===== config.mk =====
export PLATFORM = sky130hd
export DESIGN_NAME = id_stage_reg
export DESIGN_NICKNAME = d
export VERILOG_FILES = /design/src/hw/rv_decode_pkg.sv /design/src/hw/id_stage_reg.sv
export VERILOG_INCLUDE_DIRS = /design/src /design/src/hw
export SDC_FILE = /design/constraint.sdc
export NUM_CORES = 1
export LEC_CHECK = 0
export BUFFER_PORTS_ARGS = -buffer_cell sky130_fd_sc_hd__buf_2
export CORE_MARGIN = 4
export CORE_UTILIZATION = 45
export CTS_CLUSTER_SIZE = 16
export DETAILED_ROUTE_END_ITERATION = 8
export PLACE_DENSITY = 0.83
export SLEW_MARGIN = 10
export SYNTH_ARGS = -nofsm -noshare
export SYNTH_HDL_FRONTEND = slang
export SYNTH_SLANG_ARGS = --single-unit

===== constraint.sdc =====
create_clock -name clk -period 2.2 [get_ports clk]
set_input_delay 0.11 -clock clk [delete_from_list [all_inputs] [get_ports clk]]
set_output_delay 0.11 -clock clk [all_outputs]
set_load 0.02 [all_outputs]

===== src/hw/rv_defines.svh =====
// widths, opcode word field positions, field codes and immediate select codes
`ifndef RV_DEFINES_SVH
`define RV_DEFINES_SVH

`define XLEN      64 // data and pc width
`define ILEN      32 // instruction width
`define REG_AW    5  // register index width
`define NUM_REGS  32
`define OPCODE_W  24 // decoded opcode word

// opcode word field ranges
`define OPC_BASE   6:0
`define OPC_EBREAK 7
`define OPC_UPPER  9:8   // lui/auipc/jal
`define OPC_SHIFT  11:10 // slli/srli/srai
`define OPC_REGOP  19:12
`define OPC_SYS    23:20 // ecall/mret

// base field codes
`define OP_JALR   7'd4
`define OP_BEQ    7'd5
`define OP_BNE    7'd6
`define OP_BLT    7'd7
`define OP_BGE    7'd8
`define OP_BLTU   7'd9
`define OP_BGEU   7'd10
`define OP_LB     7'd11
`define OP_LH     7'd12
`define OP_LW     7'd13
`define OP_LBU    7'd14
`define OP_LHU    7'd15
`define OP_SB     7'd16
`define OP_SH     7'd17
`define OP_SW     7'd18
`define OP_ADDI   7'd19
`define OP_SLTI   7'd20
`define OP_SLTIU  7'd21
`define OP_XORI   7'd22
`define OP_ORI    7'd23
`define OP_ANDI   7'd24
`define OP_LWU    7'd41
`define OP_LD     7'd42
`define OP_SD     7'd43
`define OP_ADDIW  7'd47
`define OP_CSRRW  7'd49
`define OP_CSRRS  7'd50

// upper/jal field codes
`define UP_LUI    2'd1
`define UP_AUIPC  2'd2
`define UP_JAL    2'd3

// shift-immediate field codes
`define SH_SLLI   2'd1
`define SH_SRLI   2'd2
`define SH_SRAI   2'd3

// register-op field codes
`define RO_ADD    8'h04
`define RO_SUB    8'h05
`define RO_SLL    8'h06
`define RO_SLT    8'h07
`define RO_SLTU   8'h08
`define RO_XOR    8'h09
`define RO_SRL    8'h10
`define RO_SRA    8'h11
`define RO_OR     8'h12
`define RO_AND    8'h13
`define RO_SLLIW  8'h14
`define RO_SRLIW  8'h15
`define RO_SRAIW  8'h16
`define RO_ADDW   8'h17
`define RO_SUBW   8'h18
`define RO_SLLW   8'h19
`define RO_SRLW   8'h1a
`define RO_SRAW   8'h1b

// system field codes
`define SYS_ECALL 4'd2
`define SYS_MRET  4'd5

// immediate select
`define IMM_SEL_I 2'd0
`define IMM_SEL_U 2'd1
`define IMM_SEL_J 2'd2
`define IMM_SEL_S 2'd3

`endif

===== src/hw/rv_decode_pkg.sv =====
// instruction format structs and the instruction word union
`include "rv_defines.svh"

package rv_decode_pkg;

    typedef struct packed {
        logic [6:0]         funct7;
        logic [`REG_AW-1:0] rs2;
        logic [`REG_AW-1:0] rs1;
        logic [2:0]         funct3;
        logic [`REG_AW-1:0] rd;
        logic [6:0]         opcode; // major opcode
    } r_fmt_t;

    typedef struct packed {
        logic [11:0]        imm_11_0;
        logic [`REG_AW-1:0] rs1;
        logic [2:0]         funct3;
        logic [`REG_AW-1:0] rd;
        logic [6:0]         opcode;
    } i_fmt_t;

    typedef struct packed {
        logic [6:0]         imm_11_5;
        logic [`REG_AW-1:0] rs2;
        logic [`REG_AW-1:0] rs1;
        logic [2:0]         funct3;
        logic [4:0]         imm_4_0;
        logic [6:0]         opcode;
    } s_fmt_t;

    typedef struct packed {
        logic [19:0]        imm_31_12;
        logic [`REG_AW-1:0] rd;
        logic [6:0]         opcode;
    } u_fmt_t;

    typedef struct packed {
        logic               imm_20;
        logic [9:0]         imm_10_1;
        logic               imm_11;
        logic [7:0]         imm_19_12;
        logic [`REG_AW-1:0] rd;
        logic [6:0]         opcode;
    } j_fmt_t;

    // one 32-bit word, five views
    typedef union packed {
        r_fmt_t r_fmt;
        i_fmt_t i_fmt;
        s_fmt_t s_fmt;
        u_fmt_t u_fmt;
        j_fmt_t j_fmt;
    } inst_word_u;

endpackage


===== src/hw/id_stage_reg.sv =====
// id_stage_reg, decode stage pipeline register with hold
`timescale 1ns/1ps
`include "rv_defines.svh"

module id_stage_reg
    import rv_decode_pkg::*;
(
    input  logic              clk,
    input  logic              rst,
    input  logic              hold,        // scoreboard stall
    input  logic              valid_if_id,
    input  logic [`XLEN-1:0]  pc_if_id,
    input  logic [`ILEN-1:0]  inst_if_id,
    output logic              reg_valid,
    output logic [`XLEN-1:0]  reg_pc,
    output inst_word_u        inst         // zero when slot empty
);

    logic [`ILEN-1:0] inst_q;

    always_ff @(posedge clk) begin
        if (rst) begin
            reg_valid <= 1'b0;
            reg_pc    <= '0;
            inst_q    <= '0;
        end else if (!hold) begin // keep contents while stalled
            reg_valid <= valid_if_id;
            reg_pc    <= pc_if_id;
            inst_q    <= inst_if_id;
        end
    end

    assign inst = reg_valid ? inst_q : '0; // bubble decodes to nothing

    // a stalled instruction must not be overwritten
    a_hold_keeps: assert property (
        @(posedge clk) disable iff (rst)
        hold |=> ($stable(reg_pc) && $stable(inst_q))
    );

endmodule


==> flow_summary.json <==
{
  "final_hold_viol_count": 0,
  "slowest_stage": "sky130_fd_sc_hd__dfxtp_1",
  "slew_violations": 0,
  "synth_enable_flop_cells": 0,
  "htreeDepth": 3,
  "drive_gt1_frac": 0.357,
  "clock_tree_from_tritoncts": "yes",
  "synth_common_cells": "97 x sky130_fd_sc_hd__dfxtp_1, 97 x sky130_fd_sc_hd__mux2i_1, 97 x sky130_fd_sc_hd__nor2_1",
  "yosysUniqueCellTypes": 8,
  "reg2regPathDepth": 3,
  "post_synth_mux_area_share": 0.266,
  "library_cell_used_as_clock_root_buffer": "sky130_fd_sc_hd__clkbuf_8",
  "die_w_um": 98.0,
  "dp_cells": 626,
  "num-fill-cells": 575,
  "vdd_ir_drop_max_mv": 0.422,
  "dp_hpwl_um": 6760,
  "initial_core_utilization": 0.467,
  "antenna_violations_before_repair": 0,
  "globalRoute.totalOverflow": 0,
  "final_period_minus_worst_setup_slack_ns": 1.43,
  "detail-route-antenna-nets": 0,
  "wl_um": 10700,
  "worst-slew-pin-transition_ns": 0.527,
  "drc": 0,
  "post_synthesis_share_of_cell_area_spent_on_and_or_nand_and_nor_gates": 0.155,
  "grtUsageTotal": 0.216,
  "timing.clock.skew_ns": 0,
  "postSynthRegisterBits": 97,
  "fin_nets": 703,
  "ys_seq_area_frac": 0.532,
  "critical_path.max_stage_delay_ns": 0.34,
  "routed_wire_length_per_instance_um": 15.0,
  "clk-insertion-delay-late_ns": 0.33,
  "powerDensity_nw_per_um2": 650,
  "routed-via-count": 3343,
  "achievable-frequency_mhz": 698,
  "crit-reg2reg-launch": "reg_valid",
  "cts.sink_count": 97,
  "rsz_0062_raised_after_global_routing": "no",
  "synthesis.nets": 448,
  "final_estimated_routing_congestion_in_global_placement": 0.809,
  "chipHeight_um": 98.0,
  "cp.arrival_ns": 1.32,
  "placementRows": 32,
  "timing.critical_path.required_ns": 2.09,
  "postCtsSetupBuffers": 0,
  "startpoint_type": "register",
  "yosys.area.top_type": "sky130_fd_sc_hd__dfxtp_1",
  "tns_ns": 0,
  "area_growth_syn_to_layout_pct": 50.8,
  "regToRegEndpoint": "reg_valid",
  "first_global_vias": 3532,
  "clockBufferDepth": 2,
  "grt_max_degree": 54,
  "synth_compound_gate_area_share": 0,
  "floorplan.die_area_sq_um": 9610,
  "synth.area.top_cells": "sky130_fd_sc_hd__dfxtp_1 53%, sky130_fd_sc_hd__mux2i_1 27%, sky130_fd_sc_hd__nor2_1 10%",
  "cp-end-kind": "output port",
  "fin_cells": 710,
  "cp_cell_sequence": "buf_4 > and2_1 > buf_2",
  "worst_slew_margin_rel": 0.649,
  "power.leakage_nw": 2.94,
  "synth_fa_ha_area_frac": 0,
  "class_of_the_most_critical_hold_timing_path": "in -> reg",
  "yosys.area.top_type_share": 0.532,
  "routed_via_density": 4.71,
  "postSynth.asyncResetShare": 0,
  "clock_edge_transition_at_the_registers_on_the_reported_setup_and_hold_paths_ns": 0.09,
  "worstHoldStart": "pc_if_id[60]",
  "setup_viol": 0,
  "cts_hold_repair.buffers": 65,
  "floorplan.io_pins": 197,
  "hold-path-endpoint": "reg_pc[60]",
  "drtPass1Iterations": 5,
  "initialDrtViolationCount": 79,
  "whs_path_depth": 3,
  "synthesis.yosys.warnings": 0,
  "fin_crit_sh": 0.651,
  "avgSynthCellArea_sq_um": 10.5,
  "antennaDiodeCount": 0,
  "xor_xnor_portion_of_the_synthesized_cell_area": 0,
  "synthCells": 348,
  "synth_area_sq_um": 3650,
  "tritoncts.num_buffers": 9,
  "maxCapViolCount": 0,
  "setup.worst_path.class": "reg -> out",
  "grt_pass1_wl_um": 16900,
  "crit_path_start": "reg_valid",
  "regToRegSetupSlack_ns": 1.31,
  "outcome": "completed",
  "synth_top_family_by_area": "multiplexers",
  "placement.io_buffers": 196,
  "synthFlopType": "sky130_fd_sc_hd__dfxtp_1",
  "standard_cell_core_area_sq_um": 7810,
  "critical_path_peak_fanout": 33,
  "ctsResizeCount": 0
}
==> critical path: cells and delay by family (launching register included) <==
| kind | cells | cell delay [ns] |
|---|---|---|
| buffers and inverters | 2 | 0.44 |
| flip-flops | 1 | 0.34 |
| AND/OR/NAND/NOR | 1 | 0.19 |
==> metal layers <==
metal | wire length, um | global-route usage
met3 | 1080 | 0.0936
met2 | 5390 | 0.385
met5 | 0 | 0
met4 | 252 | 0.0724
met1 | 3960 | 0.228
==> layout make-up <==
class,instances,area (sq um),area share
multi-input cells,226,1540,0.279
clock buffers,9,124,0.0225
clock inverters,7,46.3,0.00841
flip-flops and latches,97,1940,0.353
well taps,102,128,0.0232
repair buffers,269,1730,0.314
==> cells in the final DEF (no fill, tap or decap) <==
cell type                       Yosys  final
sky130_fd_sc_hd__buf_2              2    195
sky130_fd_sc_hd__mux2i_1           97     97
sky130_fd_sc_hd__nor2_1            97     97
sky130_fd_sc_hd__dfxtp_1           97     97
sky130_fd_sc_hd__dlygate4sd3_1      0     68
sky130_fd_sc_hd__and2_1            32     32
sky130_fd_sc_hd__clkbuf_8           0      9
sky130_fd_sc_hd__buf_4              8      4
sky130_fd_sc_hd__clkinv_2           0      3
sky130_fd_sc_hd__clkinvlp_4         0      3
sky130_fd_sc_hd__buf_12             0      2
sky130_fd_sc_hd__inv_6              0      1
==> stage by stage <==
stage               hold WS, ns   util  cell area (sq um)  setup slack [ns]  total power (W)
floorplan                 0.254      -               3650              1.13          0.00228
global placement          0.338  0.596               4650             0.960          0.00247
detailed placement        0.346  0.596               4650             0.896          0.00249
CTS                     0.00249  0.701               5470             0.719          0.00359
global route            0.00368  0.705               5500             0.644          0.00374
finish                   0.0117  0.705               5500             0.767          0.00357
==> worst max path at each step <==
stage,to,slack (ns),depth (start not counted)
detailed placement,reg_pc[57],0.90,4
global route,inst[22],0.64,3
finish,inst[22],0.77,3
CTS,inst[22],0.72,3
global placement,reg_pc[42],0.96,4
floorplan,inst[0],1.13,2
==> report_power, final <==
part	total [W]	switching, W	internal (W)
clock	0.00102	0.000610	0.000409
combinational	0.000643	0.000330	0.000313
sequential	0.00191	0.0000516	0.00186
==> kinds of logic (layout without fill, tap and decap cells) <==
kind of cell           Yosys count  count (layout)
DFF                             97              97
muxes                           97              97
buffers and inverters           25             285
and+or+nand+nor                129             129
==> flip-flops by register name, summed over array words and instances, names as in the netlist <==
signal	flops
reg_pc	64
reg_valid	1
inst_q	32
(Power assumes the default switching activity.)
