$ cat src/hw/rv_defines.svh
// widths, opcode word field positions, field codes and immediate select codes
`ifndef RV_DEFINES_SVH
`define RV_DEFINES_SVH

`define XLEN      64 // data and pc width
`define ILEN      32 // instruction width
`define REG_AW    5  // register index width
`define NUM_REGS  32
`define OPCODE_W  24 // decoded opcode word

// opcode word field ranges
`define OPC_BASE   6:0
`define OPC_EBREAK 7
`define OPC_UPPER  9:8   // lui/auipc/jal
`define OPC_SHIFT  11:10 // slli/srli/srai
`define OPC_REGOP  19:12
`define OPC_SYS    23:20 // ecall/mret

// base field codes
`define OP_JALR   7'd4
`define OP_BEQ    7'd5
`define OP_BNE    7'd6
`define OP_BLT    7'd7
`define OP_BGE    7'd8
`define OP_BLTU   7'd9
`define OP_BGEU   7'd10
`define OP_LB     7'd11
`define OP_LH     7'd12
`define OP_LW     7'd13
`define OP_LBU    7'd14
`define OP_LHU    7'd15
`define OP_SB     7'd16
`define OP_SH     7'd17
`define OP_SW     7'd18
`define OP_ADDI   7'd19
`define OP_SLTI   7'd20
`define OP_SLTIU  7'd21
`define OP_XORI   7'd22
`define OP_ORI    7'd23
`define OP_ANDI   7'd24
`define OP_LWU    7'd41
`define OP_LD     7'd42
`define OP_SD     7'd43
`define OP_ADDIW  7'd47
`define OP_CSRRW  7'd49
`define OP_CSRRS  7'd50

// upper/jal field codes
`define UP_LUI    2'd1
`define UP_AUIPC  2'd2
`define UP_JAL    2'd3

// shift-immediate field codes
`define SH_SLLI   2'd1
`define SH_SRLI   2'd2
`define SH_SRAI   2'd3

// register-op field codes
`define RO_ADD    8'h04
`define RO_SUB    8'h05
`define RO_SLL    8'h06
`define RO_SLT    8'h07
`define RO_SLTU   8'h08
`define RO_XOR    8'h09
`define RO_SRL    8'h10
`define RO_SRA    8'h11
`define RO_OR     8'h12
`define RO_AND    8'h13
`define RO_SLLIW  8'h14
`define RO_SRLIW  8'h15
`define RO_SRAIW  8'h16
`define RO_ADDW   8'h17
`define RO_SUBW   8'h18
`define RO_SLLW   8'h19
`define RO_SRLW   8'h1a
`define RO_SRAW   8'h1b

// system field codes
`define SYS_ECALL 4'd2
`define SYS_MRET  4'd5

// immediate select
`define IMM_SEL_I 2'd0
`define IMM_SEL_U 2'd1
`define IMM_SEL_J 2'd2
`define IMM_SEL_S 2'd3

`endif
$ cat src/hw/rv_decode_pkg.sv
// instruction format structs and the instruction word union
`include "rv_defines.svh"

package rv_decode_pkg;

    typedef struct packed {
        logic [6:0]         funct7;
        logic [`REG_AW-1:0] rs2;
        logic [`REG_AW-1:0] rs1;
        logic [2:0]         funct3;
        logic [`REG_AW-1:0] rd;
        logic [6:0]         opcode; // major opcode
    } r_fmt_t;

    typedef struct packed {
        logic [11:0]        imm_11_0;
        logic [`REG_AW-1:0] rs1;
        logic [2:0]         funct3;
        logic [`REG_AW-1:0] rd;
        logic [6:0]         opcode;
    } i_fmt_t;

    typedef struct packed {
        logic [6:0]         imm_11_5;
        logic [`REG_AW-1:0] rs2;
        logic [`REG_AW-1:0] rs1;
        logic [2:0]         funct3;
        logic [4:0]         imm_4_0;
        logic [6:0]         opcode;
    } s_fmt_t;

    typedef struct packed {
        logic [19:0]        imm_31_12;
        logic [`REG_AW-1:0] rd;
        logic [6:0]         opcode;
    } u_fmt_t;

    typedef struct packed {
        logic               imm_20;
        logic [9:0]         imm_10_1;
        logic               imm_11;
        logic [7:0]         imm_19_12;
        logic [`REG_AW-1:0] rd;
        logic [6:0]         opcode;
    } j_fmt_t;

    // one 32-bit word, five views
    typedef union packed {
        r_fmt_t r_fmt;
        i_fmt_t i_fmt;
        s_fmt_t s_fmt;
        u_fmt_t u_fmt;
        j_fmt_t j_fmt;
    } inst_word_u;

endpackage

$ cat src/hw/decode_if.sv
// decode_if interface, decoder results toward the issue unit
`timescale 1ns/1ps
`include "rv_defines.svh"

interface decode_if;
    logic [`OPCODE_W-1:0] opcode; // one-hot-field opcode word
    logic                 wen;    // rd write enable
    logic                 needs_rs1;
    logic                 needs_rs2;
    logic [1:0]           imm_sel; // IMM_SEL_* code

    modport dec (
        output opcode, wen, needs_rs1, needs_rs2, imm_sel
    );

    modport iss (
        input opcode, wen, needs_rs1, needs_rs2, imm_sel
    );
endinterface

$ cat src/hw/inst_decoder.sv
// inst_decoder, RV64I/Zicsr opcode word decode and control flags
`timescale 1ns/1ps
`include "rv_defines.svh"

module inst_decoder
    import rv_decode_pkg::*;
(
    input  inst_word_u inst,
    decode_if.dec      dec
);

    // major opcodes
    localparam logic [6:0] MJ_LOAD     = 7'b0000011;
    localparam logic [6:0] MJ_OP_IMM   = 7'b0010011;
    localparam logic [6:0] MJ_AUIPC    = 7'b0010111;
    localparam logic [6:0] MJ_OP_IMM32 = 7'b0011011;
    localparam logic [6:0] MJ_STORE    = 7'b0100011;
    localparam logic [6:0] MJ_OP       = 7'b0110011;
    localparam logic [6:0] MJ_LUI      = 7'b0110111;
    localparam logic [6:0] MJ_OP32     = 7'b0111011;
    localparam logic [6:0] MJ_BRANCH   = 7'b1100011;
    localparam logic [6:0] MJ_JALR     = 7'b1100111;
    localparam logic [6:0] MJ_JAL      = 7'b1101111;
    localparam logic [6:0] MJ_SYSTEM   = 7'b1110011;

    logic [`ILEN-1:0]     word;
    logic [6:0]           major;
    logic [2:0]           f3;
    logic [6:0]           f7;
    logic [`OPCODE_W-1:0] op;
    logic [6:0]           base;
    logic                 is_branch;
    logic                 is_store;

    assign word  = inst;
    assign major = inst.r_fmt.opcode;
    assign f3    = inst.r_fmt.funct3;
    assign f7    = inst.r_fmt.funct7;

    always_comb begin
        op = '0; // undefined words leave every field zero
        case (major)
            MJ_JALR: if (f3 == 3'b000) op[`OPC_BASE] = `OP_JALR;
            MJ_BRANCH: begin
                case (f3)
                    3'b000:  op[`OPC_BASE] = `OP_BEQ;
                    3'b001:  op[`OPC_BASE] = `OP_BNE;
                    3'b100:  op[`OPC_BASE] = `OP_BLT;
                    3'b101:  op[`OPC_BASE] = `OP_BGE;
                    3'b110:  op[`OPC_BASE] = `OP_BLTU;
                    3'b111:  op[`OPC_BASE] = `OP_BGEU;
                    default: ;
                endcase
            end
            MJ_LOAD: begin
                case (f3)
                    3'b000:  op[`OPC_BASE] = `OP_LB;
                    3'b001:  op[`OPC_BASE] = `OP_LH;
                    3'b010:  op[`OPC_BASE] = `OP_LW;
                    3'b011:  op[`OPC_BASE] = `OP_LD;
                    3'b100:  op[`OPC_BASE] = `OP_LBU;
                    3'b101:  op[`OPC_BASE] = `OP_LHU;
                    3'b110:  op[`OPC_BASE] = `OP_LWU;
                    default: ;
                endcase
            end
            MJ_STORE: begin
                case (f3)
                    3'b000:  op[`OPC_BASE] = `OP_SB;
                    3'b001:  op[`OPC_BASE] = `OP_SH;
                    3'b010:  op[`OPC_BASE] = `OP_SW;
                    3'b011:  op[`OPC_BASE] = `OP_SD;
                    default: ;
                endcase
            end
            MJ_OP_IMM: begin
                case (f3)
                    3'b000:  op[`OPC_BASE] = `OP_ADDI;
                    3'b010:  op[`OPC_BASE] = `OP_SLTI;
                    3'b011:  op[`OPC_BASE] = `OP_SLTIU;
                    3'b100:  op[`OPC_BASE] = `OP_XORI;
                    3'b110:  op[`OPC_BASE] = `OP_ORI;
                    3'b111:  op[`OPC_BASE] = `OP_ANDI;
                    // rv64 shamt is 6 bits, funct6 above it
                    3'b001:  if (f7[6:1] == 6'b000000) op[`OPC_SHIFT] = `SH_SLLI;
                    3'b101: begin
                        if (f7[6:1] == 6'b000000) op[`OPC_SHIFT] = `SH_SRLI;
                        else if (f7[6:1] == 6'b010000) op[`OPC_SHIFT] = `SH_SRAI;
                    end
                    default: ;
                endcase
            end
            MJ_OP_IMM32: begin
                if (f3 == 3'b000) begin
                    op[`OPC_BASE] = `OP_ADDIW; // any imm
                end else begin
                    case ({f7, f3})
                        10'b0000000_001: op[`OPC_REGOP] = `RO_SLLIW;
                        10'b0000000_101: op[`OPC_REGOP] = `RO_SRLIW;
                        10'b0100000_101: op[`OPC_REGOP] = `RO_SRAIW;
                        default:         ;
                    endcase
                end
            end
            MJ_OP: begin
                case ({f7, f3})
                    10'b0000000_000: op[`OPC_REGOP] = `RO_ADD;
                    10'b0100000_000: op[`OPC_REGOP] = `RO_SUB;
                    10'b0000000_001: op[`OPC_REGOP] = `RO_SLL;
                    10'b0000000_010: op[`OPC_REGOP] = `RO_SLT;
                    10'b0000000_011: op[`OPC_REGOP] = `RO_SLTU;
                    10'b0000000_100: op[`OPC_REGOP] = `RO_XOR;
                    10'b0000000_101: op[`OPC_REGOP] = `RO_SRL;
                    10'b0100000_101: op[`OPC_REGOP] = `RO_SRA;
                    10'b0000000_110: op[`OPC_REGOP] = `RO_OR;
                    10'b0000000_111: op[`OPC_REGOP] = `RO_AND;
                    default:         ; // M extension not decoded
                endcase
            end
            MJ_OP32: begin
                case ({f7, f3})
                    10'b0000000_000: op[`OPC_REGOP] = `RO_ADDW;
                    10'b0100000_000: op[`OPC_REGOP] = `RO_SUBW;
                    10'b0000000_001: op[`OPC_REGOP] = `RO_SLLW;
                    10'b0000000_101: op[`OPC_REGOP] = `RO_SRLW;
                    10'b0100000_101: op[`OPC_REGOP] = `RO_SRAW;
                    default:         ;
                endcase
            end
            MJ_LUI:   op[`OPC_UPPER] = `UP_LUI;
            MJ_AUIPC: op[`OPC_UPPER] = `UP_AUIPC;
            MJ_JAL:   op[`OPC_UPPER] = `UP_JAL;
            MJ_SYSTEM: begin
                case (f3)
                    3'b001:  op[`OPC_BASE] = `OP_CSRRW;
                    3'b010:  op[`OPC_BASE] = `OP_CSRRS;
                    3'b000: begin
                        // privileged ops match the whole word
                        if (word == 32'h0000_0073) op[`OPC_SYS] = `SYS_ECALL;
                        else if (word == 32'h3020_0073) op[`OPC_SYS] = `SYS_MRET;
                        else if (word == 32'h0010_0073) op[`OPC_EBREAK] = 1'b1;
                    end
                    default: ;
                endcase
            end
            default: ;
        endcase
    end

    assign base      = op[`OPC_BASE];
    assign is_branch = (base >= `OP_BEQ) && (base <= `OP_BGEU);
    assign is_store  = ((base >= `OP_SB) && (base <= `OP_SW)) || (base == `OP_SD);

    assign dec.opcode    = op;
    // upper, system and ebreak fields read no register
    assign dec.needs_rs1 = (|base) || (|op[`OPC_SHIFT]) || (|op[`OPC_REGOP]);
    assign dec.needs_rs2 = is_branch || is_store || (|op[`OPC_REGOP]);
    assign dec.wen       = ((|base) && !is_branch && !is_store)
                         || (|op[`OPC_UPPER]) || (|op[`OPC_SHIFT]) || (|op[`OPC_REGOP]);

    always_comb begin
        if (op[`OPC_UPPER] == `UP_JAL) dec.imm_sel = `IMM_SEL_J;
        else if (|op[`OPC_UPPER])      dec.imm_sel = `IMM_SEL_U; // lui, auipc
        else if (is_store)             dec.imm_sel = `IMM_SEL_S;
        else                           dec.imm_sel = `IMM_SEL_I;
    end

    // the opcode word names one instruction at most
    always_comb begin
        a_one_field: assert ($onehot0({|base, op[`OPC_EBREAK], |op[`OPC_UPPER],
                                       |op[`OPC_SHIFT], |op[`OPC_REGOP], |op[`OPC_SYS]}));
    end

endmodule

$ cat src/flat_wrapper.sv
// flat-port wrapper written by rule: the top's interface ports become plain ports
module inst_decoder_flat import rv_decode_pkg::*;
  (inst, dec_opcode, dec_wen, dec_needs_rs1, dec_needs_rs2, dec_imm_sel);
  decode_if dec_i ();
  input  inst_word_u inst;
  output wire logic [$bits(dec_i.opcode)-1:0] dec_opcode;
  output wire logic [$bits(dec_i.wen)-1:0] dec_wen;
  output wire logic [$bits(dec_i.needs_rs1)-1:0] dec_needs_rs1;
  output wire logic [$bits(dec_i.needs_rs2)-1:0] dec_needs_rs2;
  output wire logic [$bits(dec_i.imm_sel)-1:0] dec_imm_sel;
  assign dec_opcode = dec_i.opcode;
  assign dec_wen = dec_i.wen;
  assign dec_needs_rs1 = dec_i.needs_rs1;
  assign dec_needs_rs2 = dec_i.needs_rs2;
  assign dec_imm_sel = dec_i.imm_sel;
  inst_decoder u_core (.inst(inst), .dec(dec_i));
endmodule
$ cat config.mk
export PLATFORM = sky130hd
export DESIGN_NAME = inst_decoder_flat
export DESIGN_NICKNAME = d
export VERILOG_FILES = /design/src/hw/rv_decode_pkg.sv /design/src/hw/decode_if.sv /design/src/hw/inst_decoder.sv /design/src/flat_wrapper.sv
export VERILOG_INCLUDE_DIRS = /design/src /design/src/hw
export SDC_FILE = /design/constraint.sdc
export NUM_CORES = 1
export LEC_CHECK = 0
export BUFFER_PORTS_ARGS = -buffer_cell sky130_fd_sc_hd__buf_2
export CORE_ASPECT_RATIO = 1.75
export CORE_MARGIN = 2
export CORE_UTILIZATION = 44
export DETAILED_ROUTE_END_ITERATION = 10
export PLACE_DENSITY = 0.8
export SLEW_MARGIN = 20
export SYNTH_ARGS = -nofsm -noshare
export SYNTH_HDL_FRONTEND = slang
export SYNTH_SLANG_ARGS = --single-unit
$ cat constraint.sdc
create_clock -name vclk -period 3.2
set_clock_uncertainty 0.1 [all_clocks]
set_input_delay 0.16 -clock vclk [all_inputs]
set_output_delay 0.16 -clock vclk [all_outputs]
set_load 0.02 [all_outputs]
==> qor.yml, run 1 <==
timing:
  finalSetupTns_ps: 0
  finalSetupViolCount: 0
  min_period_ps: 2460
  worstMarginPinSlew_ps: 578
  rsz0062_at_grt: "no"
  final_max_slew_viol_count: 0
  fmax_ghz: 0.407
  finalCritPeriodShare: 0.768
  hold_violations: 0
  maxSlewHeadroom: 0.612
detailed_routing:
  firstDrtPassIters: 4
  first_iter_violations: 45
  wl_met3_um: 268
  drt-wirelength-per-cell_um: 14.4
  top_layer: "met4"
  ant_nets: 0
  dr_wl_met2_um: 1830
  via_count: 1558
  drc: 0
  via_per_inst: 6.36
  drt-total-wl_um: 3530
  wl_met1_um: 1270
global_routing:
  grt_max_degree: 32
  grt-ovfl-total: 0
  track_usage: 0.258
  antenna_found_initial: 0
  grt_pass1_vias: 1344
  grt_pass1_wl_um: 5640
yosys:
  avgSynthCellArea_um2: 5.92
  ys_types: 49
  yosys_warnings: 0
  synthesis.area_um2: 1070
  yosysSeqAreaShare: 0
  synth.largest_area_cell: "nand3_1"
  netlist.area_leader.share: 0.0654
  synthTopCellsByArea: "nand3_1 6.5%, nor2_1 6.3%, nand2_1 5.3%"
  synth_cells: 181
final_layout:
  final_cell_mix: "56 x buf_2, 18 x nor2_1, 15 x nand2_1"
  antennaDiodeCount: 0
  seqCellArea_um2: 0
  final_common_cell: "buf_2"
  area_growth_pct: 20.9
  clkbuf_count: 0
  drive_above_1_share: 0.282
  multi_input_area_um2: 961
  finalNetCount: 254
  seq_cell_count: 0
  fin_util: 0.563
  nFillCells: 278
power:
  peakVddDrop_v: 0.0000705
  clockPowerShare: 0
  power.leakage_uw: 0.000573
  comb_power_share: 1.000
  p_seq_frac: 0
  power_switching_uw: 73.8
  switching_share: 0.641
  p_per_area_nw_per_um2: 88.8
  internal_power_uw: 41.2
setup_path:
  cp.arrival_ps: 2200
  end_kind: "output pin"
  path_class: "input port to output pin"
  worst_setup_path_start_kind: "input port"
  required_ps: 2940
  cp-startpoint: "inst[3]"
  crit_path_end: "dec_wen"
  crit_fanout: 11
floorplan:
  fp.dieH_um: 69.3
  die_w_um: 41.3
  dieArea_um2: 2860
  ios: 61
  rows: 23
  start_util: 0.465
  core-area_um2: 2300
clocking:
  cts_hold_buf: 0
  ctsResizeCount: 0
  post_cts_buffers: 0
min_path:
  hold_class: "input port to output pin"
placed_design:
  port_buffers: 56
  place_hpwl_um: 2760
  gp_congestion: 0.935
run:
  max_cap_violations: 0
run_status:
  status: "complete, no violations"
==> worst min path at each step <==
stage | from | endpoint | slack, ps | cells past startpoint
3_3_place_gp | inst[21] | dec_opcode[7] | 510 | 3
3_5_place_dp | inst[21] | dec_opcode[7] | 520 | 3
6_report | inst[21] | dec_opcode[7] | 510 | 3
4_1_cts | inst[21] | dec_opcode[7] | 520 | 3
2_1_floorplan | inst[21] | dec_opcode[21] | 310 | 1
5_1_grt | inst[21] | dec_opcode[21] | 550 | 3
==> metal layers <==
| layer | up-vias | GRT usage |
|---|---|---|
| met5 | - | 0 |
| met4 | 0 | 0.104 |
| met3 | 15 | 0.00641 |
| met2 | 87 | 0.441 |
| met1 | 691 | 0.309 |
| li1 | 765 | - |
==> critical path, stage by stage <==
cell	delay [ps]
buf_2	130
nand4bb_1	470
nor3_1	630
o21ai_0	190
nand3_1	140
nor3_1	70
o2111ai_1	200
buf_2	190
==> per-stage QoR <==
stage	instance area (um2)	hold slack (ps)	instances	power, uW	worst slack [ps]
6_report	1290	514	245	115	744
3_3_place_gp	1290	513	245	112	861
4_1_cts	1290	519	245	113	771
2_1_floorplan	1090	310	185	80.4	905
5_1_grt	1290	548	245	128	504
3_5_place_dp	1290	519	245	112	777
==> area by class of cell <==
cell class / count / area share
multi-input combinational: 159 / 0.742
tap: 25 / 0.0242
inverter: 4 / 0.0116
timing repair buffer: 57 / 0.222
==> power groups by stage <==
stage	logic, uW	clock network [uW]	registers, uW
final	115	0	0
after global routing	128	0	0
after CTS	113	0	0
after detailed placement	112	0	0
after global placement	112	0	0
after floorplan	80.4	0	0
==> kinds of logic (layout without fill, tap and decap cells) <==
group                      count (synthesis)  in the layout  share of synthesized area
AOI/OAI and AO/OA                         48             48                      0.313
muxes                                      2              2                     0.0199
adders and majority gates                  1              1                    0.00935
xor gates and xnor gates                   3              3                     0.0245
buffers and inverters                     26             61                      0.117
and+or+nand+nor                          100            100                      0.513
other                                      1              5                    0.00350
==> Yosys cell counts (2+ instances only) <==
library cell  instances
a21oi_1              11
a31oi_1               2
a32oi_1               4
and3_1                6
and3b_1               2
buf_1                 2
buf_2                 4
buf_4                 6
clkbuf_1             10
inv_1                 3
nand2_1              15
nand2b_1              4
nand3_1              14
nand4_1               4
nand4b_1              3
nor2_1               18
nor2b_1               5
nor3_1                9
nor4_1                5
o211ai_1              2
o21ai_0              10
o21ai_1               2
o22a_1                2
o22ai_1               4
o31ai_1               2
o32a_1                3
or2_1                 2
or3_1                 5
xor2_1                2
Power figures use the tool's default switching activity.
==> inputs of run 2 (changes only) <==
--- a/config.mk
+++ b/config.mk
@@ -9,9 +9,9 @@
 export BUFFER_PORTS_ARGS = -buffer_cell sky130_fd_sc_hd__buf_2
 export CORE_ASPECT_RATIO = 1.75
 export CORE_MARGIN = 2
-export CORE_UTILIZATION = 44
+export CORE_UTILIZATION = 43
 export DETAILED_ROUTE_END_ITERATION = 10
-export PLACE_DENSITY = 0.8
+export PLACE_DENSITY = 0.82
 export SLEW_MARGIN = 20
 export SYNTH_ARGS = -nofsm -noshare
 export SYNTH_HDL_FRONTEND = slang
==> constraint.sdc (replaced) <==
create_clock -name vclk -period 2.1
set_clock_uncertainty 0.1 [all_clocks]
set_input_delay 0.105 -clock vclk [all_inputs]
set_output_delay 0.105 -clock vclk [all_outputs]
set_load 0.02 [all_outputs]
==> qor.yml, run 2 (synthesis results as in run 1) <==
setup_path:
  crit_slowest_cell: "a311oi_2"
  crit_chain: "buf_2, nand2b_1, a32oi_1, o32a_1, a21oi_2, a311oi_2, o2111ai_1, buf_2"
  path_buf_inv: 2
  slowest_delay_ps: 370
  worst_setup_path_start_kind: "input port"
  crit_fanout: 16
  crit_top_cell: "buf_2"
  cp.arrival_ps: 1860
  required_ps: 1890
  end_kind: "output pin"
  cp_top_family: "compound AO/OA/AOI/OAI gates"
  path_class: "input port to output pin"
detailed_routing:
  via_count: 1630
  firstDrtPassIters: 4
  drt-wirelength-per-cell_um: 14.9
  drc: 0
  first_iter_violations: 78
  ant_nets: 0
  drt-total-wl_um: 3920
  via_per_inst: 6.20
timing:
  whs_ps: 423
  hold_violations: 0
  final_max_slew_viol_count: 0
  min_period_ps: 2060
  maxSlewHeadroom: 0.644
  finalCritPeriodShare: 0.982
  finalSetupViolCount: 0
  fmax_ghz: 0.485
  rsz0062_at_grt: "yes"
  worstMarginPinSlew_ps: 521
placed_design:
  place_hpwl_um: 3150
  gp_congestion: 0.982
  port_buffers: 56
floorplan:
  dieArea_um2: 2920
  rows: 24
  die_w_um: 41.7
  core-area_um2: 2430
  fp.dieH_um: 70.0
  ios: 61
  start_util: 0.440
global_routing:
  grt_pass1_vias: 1506
  grt_pass1_wl_um: 6360
  track_usage: 0.260
  grt_max_degree: 19
  antenna_found_initial: 0
  grt-ovfl-total: 0
final_layout:
  final_common_cell: "buf_2"
  final_cell_mix: "56 x buf_2, 18 x nor2_1, 18 x buf_4"
  antennaDiodeCount: 0
  seq_cell_count: 0
  seqCellArea_um2: 0
  finalNetCount: 271
  area_growth_pct: 36.6
  drive_above_1_share: 0.363
  clkbuf_count: 0
power:
  power.leakage_uw: 0.000656
  peakVddDrop_v: 0.000105
  report.power.total_uw: 201
  p_per_area_nw_per_um2: 137
run_status:
  status: "complete, no violations"
clocking:
  cts_hold_buf: 0
  post_cts_buffers: 0
min_path:
  hold_class: "input port to output pin"
run:
  max_cap_violations: 0
[run 2: cell count changes in the layout (fill, tap and decap cells not counted)]
| cell | change |
|---|---|
| nor4_2 | +2 |
| buf_4 | +17 |
| nor4bb_2 | +1 |
| o22ai_2 | +1 |
| nor4_1 | -2 |
| nor3_1 | -2 |
| o22ai_1 | -1 |
| nor3_2 | +2 |
| a21oi_2 | +1 |
| a21oi_1 | -1 |
| nor4bb_1 | -1 |
[run 2: layer usage]
metal,vias to the layer above,GRT usage,share of wire
li1,791,-,-
met1,738,0.277,0.35
met2,87,0.500,0.54
met3,14,0.0103,0.059
met4,0,0.118,0.045
met5,-,0,0
[run 2: what timing repair did]
action | in CTS | in global routing
resized for setup | 0 | 5
hold endpoints to repair | 0 | 0
endpoints found under the setup margin | 0 | 6
[run 2: worst min-delay path: cells and delay by family]
family / cells / cell delay [ps]
buf+inv: 2 / 260
simple gates: 1 / 50
[run 2: power breakdown]
part           switching [uW]  internal [uW]
logic                     120           80.8
registers                   0              0
clock network               0              0
[run 2: layout make-up]
| class | count | area [um2] |
|---|---|---|
| multi-input cells | 159 | 1000 |
| fillers | 245 | 970 |
| repair buffers | 74 | 415 |
| well taps | 26 | 32.5 |
| inverters | 4 | 15.0 |
[run 2: through the flow]
stage / std cells / setup WS (ps) / util / instance area [um2] / TNS [ps]
4_1_cts: 263 / 72.3 / 0.590 / 1440 / 0
6_report: 263 / 37.6 / 0.601 / 1460 / 0
2_1_floorplan: 185 / 28.8 / - / 1100 / 0
5_1_grt: 263 / -8.33 / 0.601 / 1460 / -19.4
3_5_place_dp: 263 / 82.1 / 0.590 / 1440 / 0
3_3_place_gp: 263 / 120 / 0.590 / 1440 / 0
[run 2: final timing paths]
check                    start       endpoint  slack, ps  cells past startpoint
worst min-delay path  inst[21]  dec_opcode[7]        420                      3
worst max-delay path  inst[14]        dec_wen         40                      8
